`config.mk`:
```
export PLATFORM = sky130hd
export DESIGN_NAME = cpu_debug_top
export DESIGN_NICKNAME = d
export VERILOG_FILES = /design/src/design/debug_pkg.sv /design/src/design/isa_pkg.sv /design/src/design/alu_exec.sv /design/src/design/cpu_debug_top.sv /design/src/design/inst_queue.sv /design/src/design/led_ctrl.sv /design/src/design/reg_file.sv
export SDC_FILE = /design/constraint.sdc
export NUM_CORES = 1
export LEC_CHECK = 0
export BUFFER_PORTS_ARGS = -buffer_cell sky130_fd_sc_hd__buf_2
export CORE_MARGIN = 5
export CORE_UTILIZATION = 60
export CTS_BUF_LIST = sky130_fd_sc_hd__clkbuf_8
export DETAILED_ROUTE_END_ITERATION = 10
export GPL_TIMING_DRIVEN = 0
export PLACE_DENSITY = 0.84
export RECOVER_POWER = 25
export SLEW_MARGIN = 20
export SYNTH_ARGS = -nofsm -noshare
export SYNTH_HDL_FRONTEND = slang
export SYNTH_HIERARCHICAL = 1
export SYNTH_SLANG_ARGS = --single-unit
```
`constraint.sdc`:
```
create_clock -name clk -period 10.5 [get_ports clk]
set_input_delay 1.575 -clock clk [delete_from_list [all_inputs] [get_ports clk]]
set_output_delay 1.575 -clock clk [all_outputs]
set_load 0.01 [all_outputs]
```
`src/design/debug_pkg.sv`:
```
package debug_pkg;

	////////////////////////////////////////////////////////////////////////////
	// LED view selectors, taken from the switch upper byte
	////////////////////////////////////////////////////////////////////////////

	typedef logic [7:0] view_sel_t;

	localparam view_sel_t VIEW_STATUS    = 8'h00;
	localparam view_sel_t VIEW_LAST_INST = 8'h01;
	localparam view_sel_t VIEW_LAST_RES  = 8'h02;
	localparam view_sel_t VIEW_QPTR      = 8'h03;
	localparam view_sel_t VIEW_QHEAD     = 8'h04;

	// 8'h10 to 8'h1F pick register 0 to 15
	localparam view_sel_t VIEW_REG_BASE  = 8'h10;

	////////////////////////////////////////////////////////////////////////////
	// Status word layout
	////////////////////////////////////////////////////////////////////////////

	localparam int STATUS_EMPTY_BIT = 15;
	localparam int STATUS_FULL_BIT  = 14;
	localparam int STATUS_ZERO_BIT  = 13;
	localparam int STATUS_DERR_BIT  = 12;
	localparam int STATUS_COUNT_MSB = 11;
	localparam int STATUS_COUNT_LSB = 8;
	// Bits 7..0 read as zero

endpackage

```
`src/design/isa_pkg.sv`:
```
package isa_pkg;

	////////////////////////////////////////////////////////////////////////////
	// Register and data types
	////////////////////////////////////////////////////////////////////////////

	localparam int REG_COUNT = 16;

	typedef logic [3:0]  reg_addr_t;
	typedef logic [15:0] reg_value_t;

	// Codes 6 to 15 are undefined
	typedef enum logic [3:0] {
		ADD  = 4'd0,
		SUB  = 4'd1,
		AND  = 4'd2,
		OR   = 4'd3,
		LI   = 4'd4,
		ADDI = 4'd5
	} opcode_t;

	////////////////////////////////////////////////////////////////////////////
	// Instruction word
	////////////////////////////////////////////////////////////////////////////

	// Register form
	typedef struct packed {
		opcode_t   opcode;
		reg_addr_t rd;
		reg_addr_t rs;
		reg_addr_t rt;
	} inst_r_t;

	// Immediate form
	typedef struct packed {
		opcode_t    opcode;
		reg_addr_t  rd;
		logic [7:0] imm8;
	} inst_i_t;

	typedef union packed {
		inst_r_t r;
		inst_i_t i;
	} inst_word_u;

endpackage

```
`src/design/alu_exec.sv`:
```
`timescale 1ns/1ps

module alu_exec (
	input  logic                clk,
	input  logic                reset,
	input  logic                head_valid,
	input  isa_pkg::inst_word_u head_word,
	input  isa_pkg::reg_value_t rd_data1,
	input  isa_pkg::reg_value_t rd_data2,
	output logic                pop,
	output isa_pkg::reg_addr_t  rd_addr1,
	output isa_pkg::reg_addr_t  rd_addr2,
	output logic                wr_en,
	output isa_pkg::reg_addr_t  wr_addr,
	output isa_pkg::reg_value_t wr_data,
	output isa_pkg::inst_word_u last_inst,
	output isa_pkg::reg_value_t last_res,
	output logic                zero_flag,
	output logic                decode_error
);
	import isa_pkg::*;

	reg_value_t result;
	reg_value_t imm_sext;
	logic       op_defined;

	// Single stage, so the head is always consumed
	assign pop = head_valid;

	// ADDI reads its own destination on port 1
	assign rd_addr1 = (head_word.r.opcode == ADDI) ? head_word.i.rd : head_word.r.rs;
	assign rd_addr2 = head_word.r.rt;
	assign imm_sext = {{8{head_word.i.imm8[7]}}, head_word.i.imm8};

	always_comb begin
		op_defined = 1'b1;
		result     = '0;
		case (head_word.r.opcode)
			ADD:     result = rd_data1 + rd_data2;
			SUB:     result = rd_data1 - rd_data2;
			AND:     result = rd_data1 & rd_data2;
			OR:      result = rd_data1 | rd_data2;
			LI:      result = {8'h00, head_word.i.imm8};
			ADDI:    result = rd_data1 + imm_sext;
			default: op_defined = 1'b0;
		endcase
	end

	assign wr_en   = head_valid && op_defined;
	assign wr_addr = head_word.r.rd;
	assign wr_data = result;

	////////////////////////////////////////////////////////////////////////////
	// Flags and debug state
	////////////////////////////////////////////////////////////////////////////

	always_ff @(posedge clk) begin
		if (reset) begin
			last_inst    <= '0;
			last_res     <= '0;
			zero_flag    <= 1'b0;
			decode_error <= 1'b0;
		end else if (head_valid) begin
			last_inst <= head_word;
			if (op_defined) begin
				last_res  <= result;
				zero_flag <= (result == '0);
			end else begin
				decode_error <= 1'b1;
			end
		end
	end

	// Writes only come from a queued head
	a_wr_from_head: assert property (@(posedge clk) disable iff (reset)
		wr_en |-> head_valid)
		else $error("alu_exec: write without a queued head");

endmodule

```
`src/design/cpu_debug_top.sv`:
```
`timescale 1ns/1ps

module cpu_debug_top #(
	parameter int QUEUE_DEPTH = 4
) (
	input  logic                clk,
	input  logic                reset,
	input  logic                inst_valid,
	input  isa_pkg::inst_word_u inst_word,
	output logic                credit_return,
	input  logic [15:0]         sw,
	output logic [15:0]         led_data
);
	import isa_pkg::*;

	logic         head_valid;
	inst_word_u   head_word;
	logic         pop;
	logic [3:0]   qfront;
	logic [3:0]   qtail;
	logic [3:0]   count;
	logic         empty;
	logic         full;

	reg_addr_t    rd_addr1;
	reg_addr_t    rd_addr2;
	reg_value_t   rd_data1;
	reg_value_t   rd_data2;
	logic         wr_en;
	reg_addr_t    wr_addr;
	reg_value_t   wr_data;
	logic [255:0] reg_debug;

	inst_word_u   last_inst;
	reg_value_t   last_res;
	logic         zero_flag;
	logic         decode_error;

	inst_queue #(
		.QUEUE_DEPTH(QUEUE_DEPTH)
	) i_inst_queue (
		.clk           (clk),
		.reset         (reset),
		.push          (inst_valid),
		.push_word     (inst_word),
		.pop           (pop),
		.head_valid    (head_valid),
		.head_word     (head_word),
		.credit_return (credit_return),
		.qfront        (qfront),
		.qtail         (qtail),
		.count         (count),
		.empty         (empty),
		.full          (full)
	);

	reg_file i_reg_file (
		.clk       (clk),
		.reset     (reset),
		.rd_addr1  (rd_addr1),
		.rd_addr2  (rd_addr2),
		.wr_en     (wr_en),
		.wr_addr   (wr_addr),
		.wr_data   (wr_data),
		.rd_data1  (rd_data1),
		.rd_data2  (rd_data2),
		.reg_debug (reg_debug)
	);

	alu_exec i_alu_exec (
		.clk          (clk),
		.reset        (reset),
		.head_valid   (head_valid),
		.head_word    (head_word),
		.rd_data1     (rd_data1),
		.rd_data2     (rd_data2),
		.pop          (pop),
		.rd_addr1     (rd_addr1),
		.rd_addr2     (rd_addr2),
		.wr_en        (wr_en),
		.wr_addr      (wr_addr),
		.wr_data      (wr_data),
		.last_inst    (last_inst),
		.last_res     (last_res),
		.zero_flag    (zero_flag),
		.decode_error (decode_error)
	);

	led_ctrl i_led_ctrl (
		.clk          (clk),
		.reset        (reset),
		.sw           (sw),
		.qfront       (qfront),
		.qtail        (qtail),
		.count        (count),
		.empty        (empty),
		.full         (full),
		.head_word    (head_word),
		.last_inst    (last_inst),
		.last_res     (last_res),
		.zero_flag    (zero_flag),
		.decode_error (decode_error),
		.reg_debug    (reg_debug),
		.led_data     (led_data)
	);

endmodule

```
`src/design/inst_queue.sv`:
```
`timescale 1ns/1ps

module inst_queue #(
	parameter int QUEUE_DEPTH = 4
) (
	input  logic                clk,
	input  logic                reset,
	input  logic                push,
	input  isa_pkg::inst_word_u push_word,
	input  logic                pop,
	output logic                head_valid,
	output isa_pkg::inst_word_u head_word,
	output logic                credit_return,
	output logic [3:0]          qfront,
	output logic [3:0]          qtail,
	output logic [3:0]          count,
	output logic                empty,
	output logic                full
);
	import isa_pkg::*;

	localparam int PTR_W = (QUEUE_DEPTH > 1) ? $clog2(QUEUE_DEPTH) : 1;

	inst_word_u       entries [QUEUE_DEPTH];
	logic [PTR_W-1:0] front;
	logic [PTR_W-1:0] tail;
	logic [3:0]       occupancy;

	function automatic logic [PTR_W-1:0] next_ptr(input logic [PTR_W-1:0] p);
		return (p == PTR_W'(QUEUE_DEPTH - 1)) ? '0 : p + 1'b1;
	endfunction

	always_ff @(posedge clk) begin
		if (reset) begin
			front     <= '0;
			tail      <= '0;
			occupancy <= '0;
		end else begin
			if (push)
				tail <= next_ptr(tail);
			if (pop)
				front <= next_ptr(front);
			// Simultaneous push and pop keeps the count
			case ({push, pop})
				2'b10:   occupancy <= occupancy + 4'd1;
				2'b01:   occupancy <= occupancy - 4'd1;
				default: occupancy <= occupancy;
			endcase
		end
	end

	always_ff @(posedge clk) begin
		if (push)
			entries[tail] <= push_word;
	end

	assign empty         = (occupancy == 4'd0);
	assign full          = (occupancy == 4'(QUEUE_DEPTH));
	assign head_valid    = !empty;
	assign head_word     = entries[front];
	assign credit_return = pop && !empty;

	assign qfront = 4'(front);
	assign qtail  = 4'(tail);
	assign count  = occupancy;

	// Sender must hold back when out of credits
	a_no_push_full: assert property (@(posedge clk) disable iff (reset) push |-> !full)
		else $error("inst_queue: push while full");

	a_no_pop_empty: assert property (@(posedge clk) disable iff (reset) pop |-> !empty)
		else $error("inst_queue: pop while empty");

endmodule

```
`src/design/led_ctrl.sv`:
```
`timescale 1ns/1ps

module led_ctrl (
	input  logic                clk,
	input  logic                reset,
	input  logic [15:0]         sw,
	input  logic [3:0]          qfront,
	input  logic [3:0]          qtail,
	input  logic [3:0]          count,
	input  logic                empty,
	input  logic                full,
	input  isa_pkg::inst_word_u head_word,
	input  isa_pkg::inst_word_u last_inst,
	input  isa_pkg::reg_value_t last_res,
	input  logic                zero_flag,
	input  logic                decode_error,
	input  logic [255:0]        reg_debug,
	output logic [15:0]         led_data
);
	import debug_pkg::*;

	view_sel_t   view_sel;
	logic [15:0] status_word;
	logic [15:0] view_data;

	assign view_sel = sw[15:8];

	always_comb begin
		status_word = '0;
		status_word[STATUS_EMPTY_BIT] = empty;
		status_word[STATUS_FULL_BIT]  = full;
		status_word[STATUS_ZERO_BIT]  = zero_flag;
		status_word[STATUS_DERR_BIT]  = decode_error;
		status_word[STATUS_COUNT_MSB:STATUS_COUNT_LSB] = count;
	end

	////////////////////////////////////////////////////////////////////////////
	// View select
	////////////////////////////////////////////////////////////////////////////

	always_comb begin
		case (view_sel)
			VIEW_STATUS:    view_data = status_word;
			VIEW_LAST_INST: view_data = last_inst;
			VIEW_LAST_RES:  view_data = last_res;
			VIEW_QPTR:      view_data = {4'h0, qfront, 4'h0, qtail};
			VIEW_QHEAD:     view_data = empty ? 16'h0000 : head_word;
			default: begin
				// Register window, else echo the switches
				if (view_sel[7:4] == VIEW_REG_BASE[7:4])
					view_data = reg_debug[{view_sel[3:0], 4'h0} +: 16];
				else
					view_data = sw;
			end
		endcase
	end

	always_ff @(posedge clk) begin
		if (reset)
			led_data <= '0;
		else
			led_data <= view_data;
	end

endmodule

```
`src/design/reg_file.sv`:
```
`timescale 1ns/1ps

module reg_file (
	input  logic                clk,
	input  logic                reset,
	input  isa_pkg::reg_addr_t  rd_addr1,
	input  isa_pkg::reg_addr_t  rd_addr2,
	input  logic                wr_en,
	input  isa_pkg::reg_addr_t  wr_addr,
	input  isa_pkg::reg_value_t wr_data,
	output isa_pkg::reg_value_t rd_data1,
	output isa_pkg::reg_value_t rd_data2,
	output logic [255:0]        reg_debug
);
	import isa_pkg::*;

	reg_value_t regs [REG_COUNT];

	////////////////////////////////////////////////////////////////////////////
	// Write port
	////////////////////////////////////////////////////////////////////////////

	always_ff @(posedge clk) begin
		if (reset) begin
			for (int k = 0; k < REG_COUNT; k++)
				regs[k] <= '0;
		end else if (wr_en) begin
			regs[wr_addr] <= wr_data;
		end
	end

	////////////////////////////////////////////////////////////////////////////
	// Read ports
	////////////////////////////////////////////////////////////////////////////

	// No bypass, a write shows up after the edge
	assign rd_data1 = regs[rd_addr1];
	assign rd_data2 = regs[rd_addr2];

	// Register n lands in bits 16n+15 down to 16n
	genvar n;
	generate
		for (n = 0; n < REG_COUNT; n++) begin : g_debug
			assign reg_debug[16*n +: 16] = regs[n];
		end
	endgenerate

endmodule

```
==> summary.txt <==
Global routing
  – Largest net degree at the start of global routing: 17
  – Initial antenna violation count: 0
  – Vias in the first global route: 17,400
  – Total gr overflow: 0
  – Total GRT Usage: 0.365
  – First-pass GRT wire length: 112,000 um

Critical path
  – Setup CP Type: reg -> reg
  – CP max-delay cell: clkbuf_1
  – Crit start category: flop
  – Crit end category: flop
  – Critical path's largest stage delay: 730 ps
  – CP Data Arrival Time: 9340 ps
  – CP required: 10,870 ps
  – Crit path max fanout: 10

Worst hold path
  – Tightest Hold Check Type: reg -> reg

Layout
  – Layout cells sized above 1: 0.223
  – Multi-input logic area: 0.0111 mm2
  – Final cell count without fillers: 2,436
  – Filler Cells Inserted: 2,728
  – Register Area: 0.0108 mm2
  – Area Growth Syn to Fin: 9.13%
  – # diodes: 0
  – Nets: 1,937

Synthesis
  – #FFs+latches synth: 380
  – Post-synthesis compound-gate area fraction: 0.0906
  – Async set or reset register ratio after synthesis: 0
  – Syn_area_per_cell: 13.0 um2
  – Seq/Total Area, Yosys: 0.474
  – Netlist cell types: 89
  – Area of the mapped netlist: 0.0228 mm2
  – Most common flop cell mapped by yosys: edfxtp_1
  – Largest family of logic cells by synthesized area: multiplexers
  – YS warnings: 6
  – Mux contribution to synthesized area: 0.227
  – Post-synth EDFFs: 320
  – Adder-cell share of the synthesized area: 0.0218
  – Synth Area in Simple Gates: 0.142
  – Synthesized instance count: 1,753
  – Post-synthesis xor/xnor area fraction: 0.00455

Floorplanning
  – Die Y: 205 um
  – FP Rows: 71
  – Io pins: 52
  – DIE WIDTH: 205 um
  – Die footprint: 0.0420 mm2
  – Initial core utilization: 0.607
  – Core box area: 0.0376 mm2

Timing
  – Fmax: 0.112 GHz
  – Tcrit/Tclk final: 0.854
  – Setup violations, final: 0
  – RSZ-0062 raised after global routing: false
  – Setup tns final: 0 ps
  – Slew @ Worst Pin: 1380 ps
  – Final Hold Viols: 0
  – Min Tclk post-route: 8970 ps
  – Max Slew Vio Count: 0
  – Clock skew: 34.9 ps
  – Max-slew headroom: 0.0682

Flow run
  – Max cap viols: 0

Clock tree
  – Clock tree buffer depth: 3
  – Clock sinks: 380
  – # resized after CTS: 0
  – Insertion delay to the later sink of the worst-skew pair: 640 ps
  – H-tree depth: 3
  – Num CTS Buffers: 66
  – Post-CTS Hold Fix Bufs: 0
  – Post-CTS Setup Bufs: 0
  – Clock Pin Slew Worst Setup and Hold Paths: 60 ps
  – CTS root buffer: clkbuf_8
  – CTS tree: yes

Detailed routing
  – Antenna viol nets, final: 0
  – Wire per inst: 31.5 um
  – Starting DRT DRC Count: 2,881
  – First-pass DRT Iterations: 8
  – DRC violations left: 0
  – Vias per inst: 7.20
  – WL final: 76,700 um
  – DR vias: 17,500

Place
  – DP HPWL: 55,500 um
  – Buffers on Ports: 50
  – Dpl cells: 2,317
  – GPL Wtd Cong: 1.05

Pwr
  – Maximum vdd ir drop: 0.000187 V
  – Design Power: 0.00761 W
  – Pwr Density: 306 mW/mm2
  – Lkg Pwr: 9.05 nW

Run status
  – Status: finished, final reports clean
[Yosys cell counts (4+ instances only)]
master / count / area, um2
a211oi_1: 17 / 128
a21o_1: 5 / 37.5
a21oi_1: 44 / 220
a221oi_1: 34 / 298
a22o_1: 5 / 43.8
a22oi_1: 78 / 586
a31oi_1: 5 / 31.3
and2_1: 256 / 1600
and2_2: 16 / 120
and3_1: 6 / 37.5
buf_1: 10 / 37.5
buf_12: 4 / 80.1
buf_2: 27 / 135
buf_4: 19 / 143
buf_6: 9 / 101
clkbuf_1: 83 / 312
clkbuf_2: 5 / 25.0
dfxtp_1: 60 / 1200
edfxtp_1: 320 / 9610
ha_1: 27 / 338
inv_1: 20 / 75.1
maj3_1: 14 / 140
mux2_2: 9 / 101
mux2i_1: 66 / 661
mux4_2: 195 / 4390
nand2_1: 90 / 338
nand2b_1: 7 / 43.8
nand3_1: 8 / 40.0
nand4_1: 5 / 31.3
nor2_1: 84 / 315
nor2_2: 4 / 25.0
nor2b_1: 14 / 87.6
nor3_1: 30 / 150
o211ai_1: 4 / 30.0
o21ai_0: 52 / 260
o21ai_1: 10 / 50.1
or2_2: 16 / 100
or3_1: 6 / 37.5
xor2_1: 8 / 70.1
[stage by stage]
| step | util | hold WS (ps) | setup WS [ps] | instance area, um2 |
|---|---|---|---|---|
| 3_3_place_gp | 0.631 | 455 | 1730 | 23700 |
| 3_5_place_dp | 0.632 | 465 | 2070 | 23700 |
| 6_report | 0.663 | 484 | 1530 | 24900 |
| 5_1_grt | 0.663 | 506 | 1460 | 24900 |
| 4_1_cts | 0.665 | 476 | 2030 | 25000 |
| 2_1_floorplan | - | 436 | 4540 | 22800 |
[sequential cells by signal, summed over array words and instances, names as in the netlist, named ones only]
| name | count |
|---|---|
| i_inst_queue/tail | 2 |
| i_reg_file/regs | 256 |
| i_alu_exec/zero_flag | 1 |
| i_inst_queue/count | 4 |
| i_alu_exec/decode_error | 1 |
| i_alu_exec/last_inst | 16 |
| i_led_ctrl/led_data | 16 |
| i_inst_queue/front | 2 |
| i_alu_exec/last_res | 16 |
| i_inst_queue/entries | 64 |
[where the power goes]
part	total [W]	internal, W	leakage, nW	switching, W
logic	0.00444	0.00154	4.61	0.00290
clock network	0.00130	0.000668	0.713	0.000630
registers	0.00187	0.00178	3.73	0.0000947
total	0.00761	0.00398	9.05	0.00363
[layout make-up]
cell class | instances | area share
multi-input combinational | 1196 | 0.446
sequential | 380 | 0.434
clock buffer | 73 | 0.0403
buffer | 158 | 0.0331
tap | 511 | 0.0257
clock inverter | 46 | 0.00964
timing repair buffer | 50 | 0.00829
inverter | 22 | 0.00332
[worst max-delay path: cells and delay by family (launching register included)]
family / cells / cell delay [ps]
buffers and inverters: 8 / 2950
flip-flops: 1 / 300
AND/OR/NAND/NOR: 5 / 1150
multiplexers: 3 / 1090
AO/OA/AOI/OAI: 6 / 2380
XOR/XNOR: 1 / 180
adder cells (fa/ha/maj): 2 / 600
[cells in the final DEF (no fill, tap or decap), drive strengths merged, types with 44 or more instances in the layout]
master    n
inv      45
a22oi    78
o21ai    64
mux2i    66
clkbuf  203
mux4    195
dfxtp    60
edfxtp  320
nor2     89
a21oi    44
nand2    90
and2    272
buf      78
[cell families after synthesis]
logic type / after synthesis
and+or+nand+nor: 571
adders and majority gates: 42
AOI/OAI and AO/OA: 296
muxes: 272
other: 1
DFF: 380
buffers and inverters: 180
xor gates and xnor gates: 11
[metal layers]
layer,global-route usage,part of all wire,vias to the layer above
met1,0.441,0.32,8431
li1,-,-,7077
met3,0.126,0.14,449
met5,0,0,-
met2,0.562,0.45,1571
met4,0.231,0.083,0
[path summary, 6_finish.rpt]
kind,start,endpoint,slack [ps],depth (start not counted)
max,flop,i_reg_file/regs[12][9]$_SDFFCE_PN0P_,1530,25
min reg2reg,i_alu_exec/decode_error$_SDFFE_PP0P_,i_alu_exec/decode_error$_SDFFE_PP0P_,480,2
max reg2reg,flop,i_reg_file/regs[12][9]$_SDFFCE_PN0P_,1530,25
min,i_alu_exec/decode_error$_SDFFE_PP0P_,i_alu_exec/decode_error$_SDFFE_PP0P_,480,2
(Power assumes the default switching activity.)
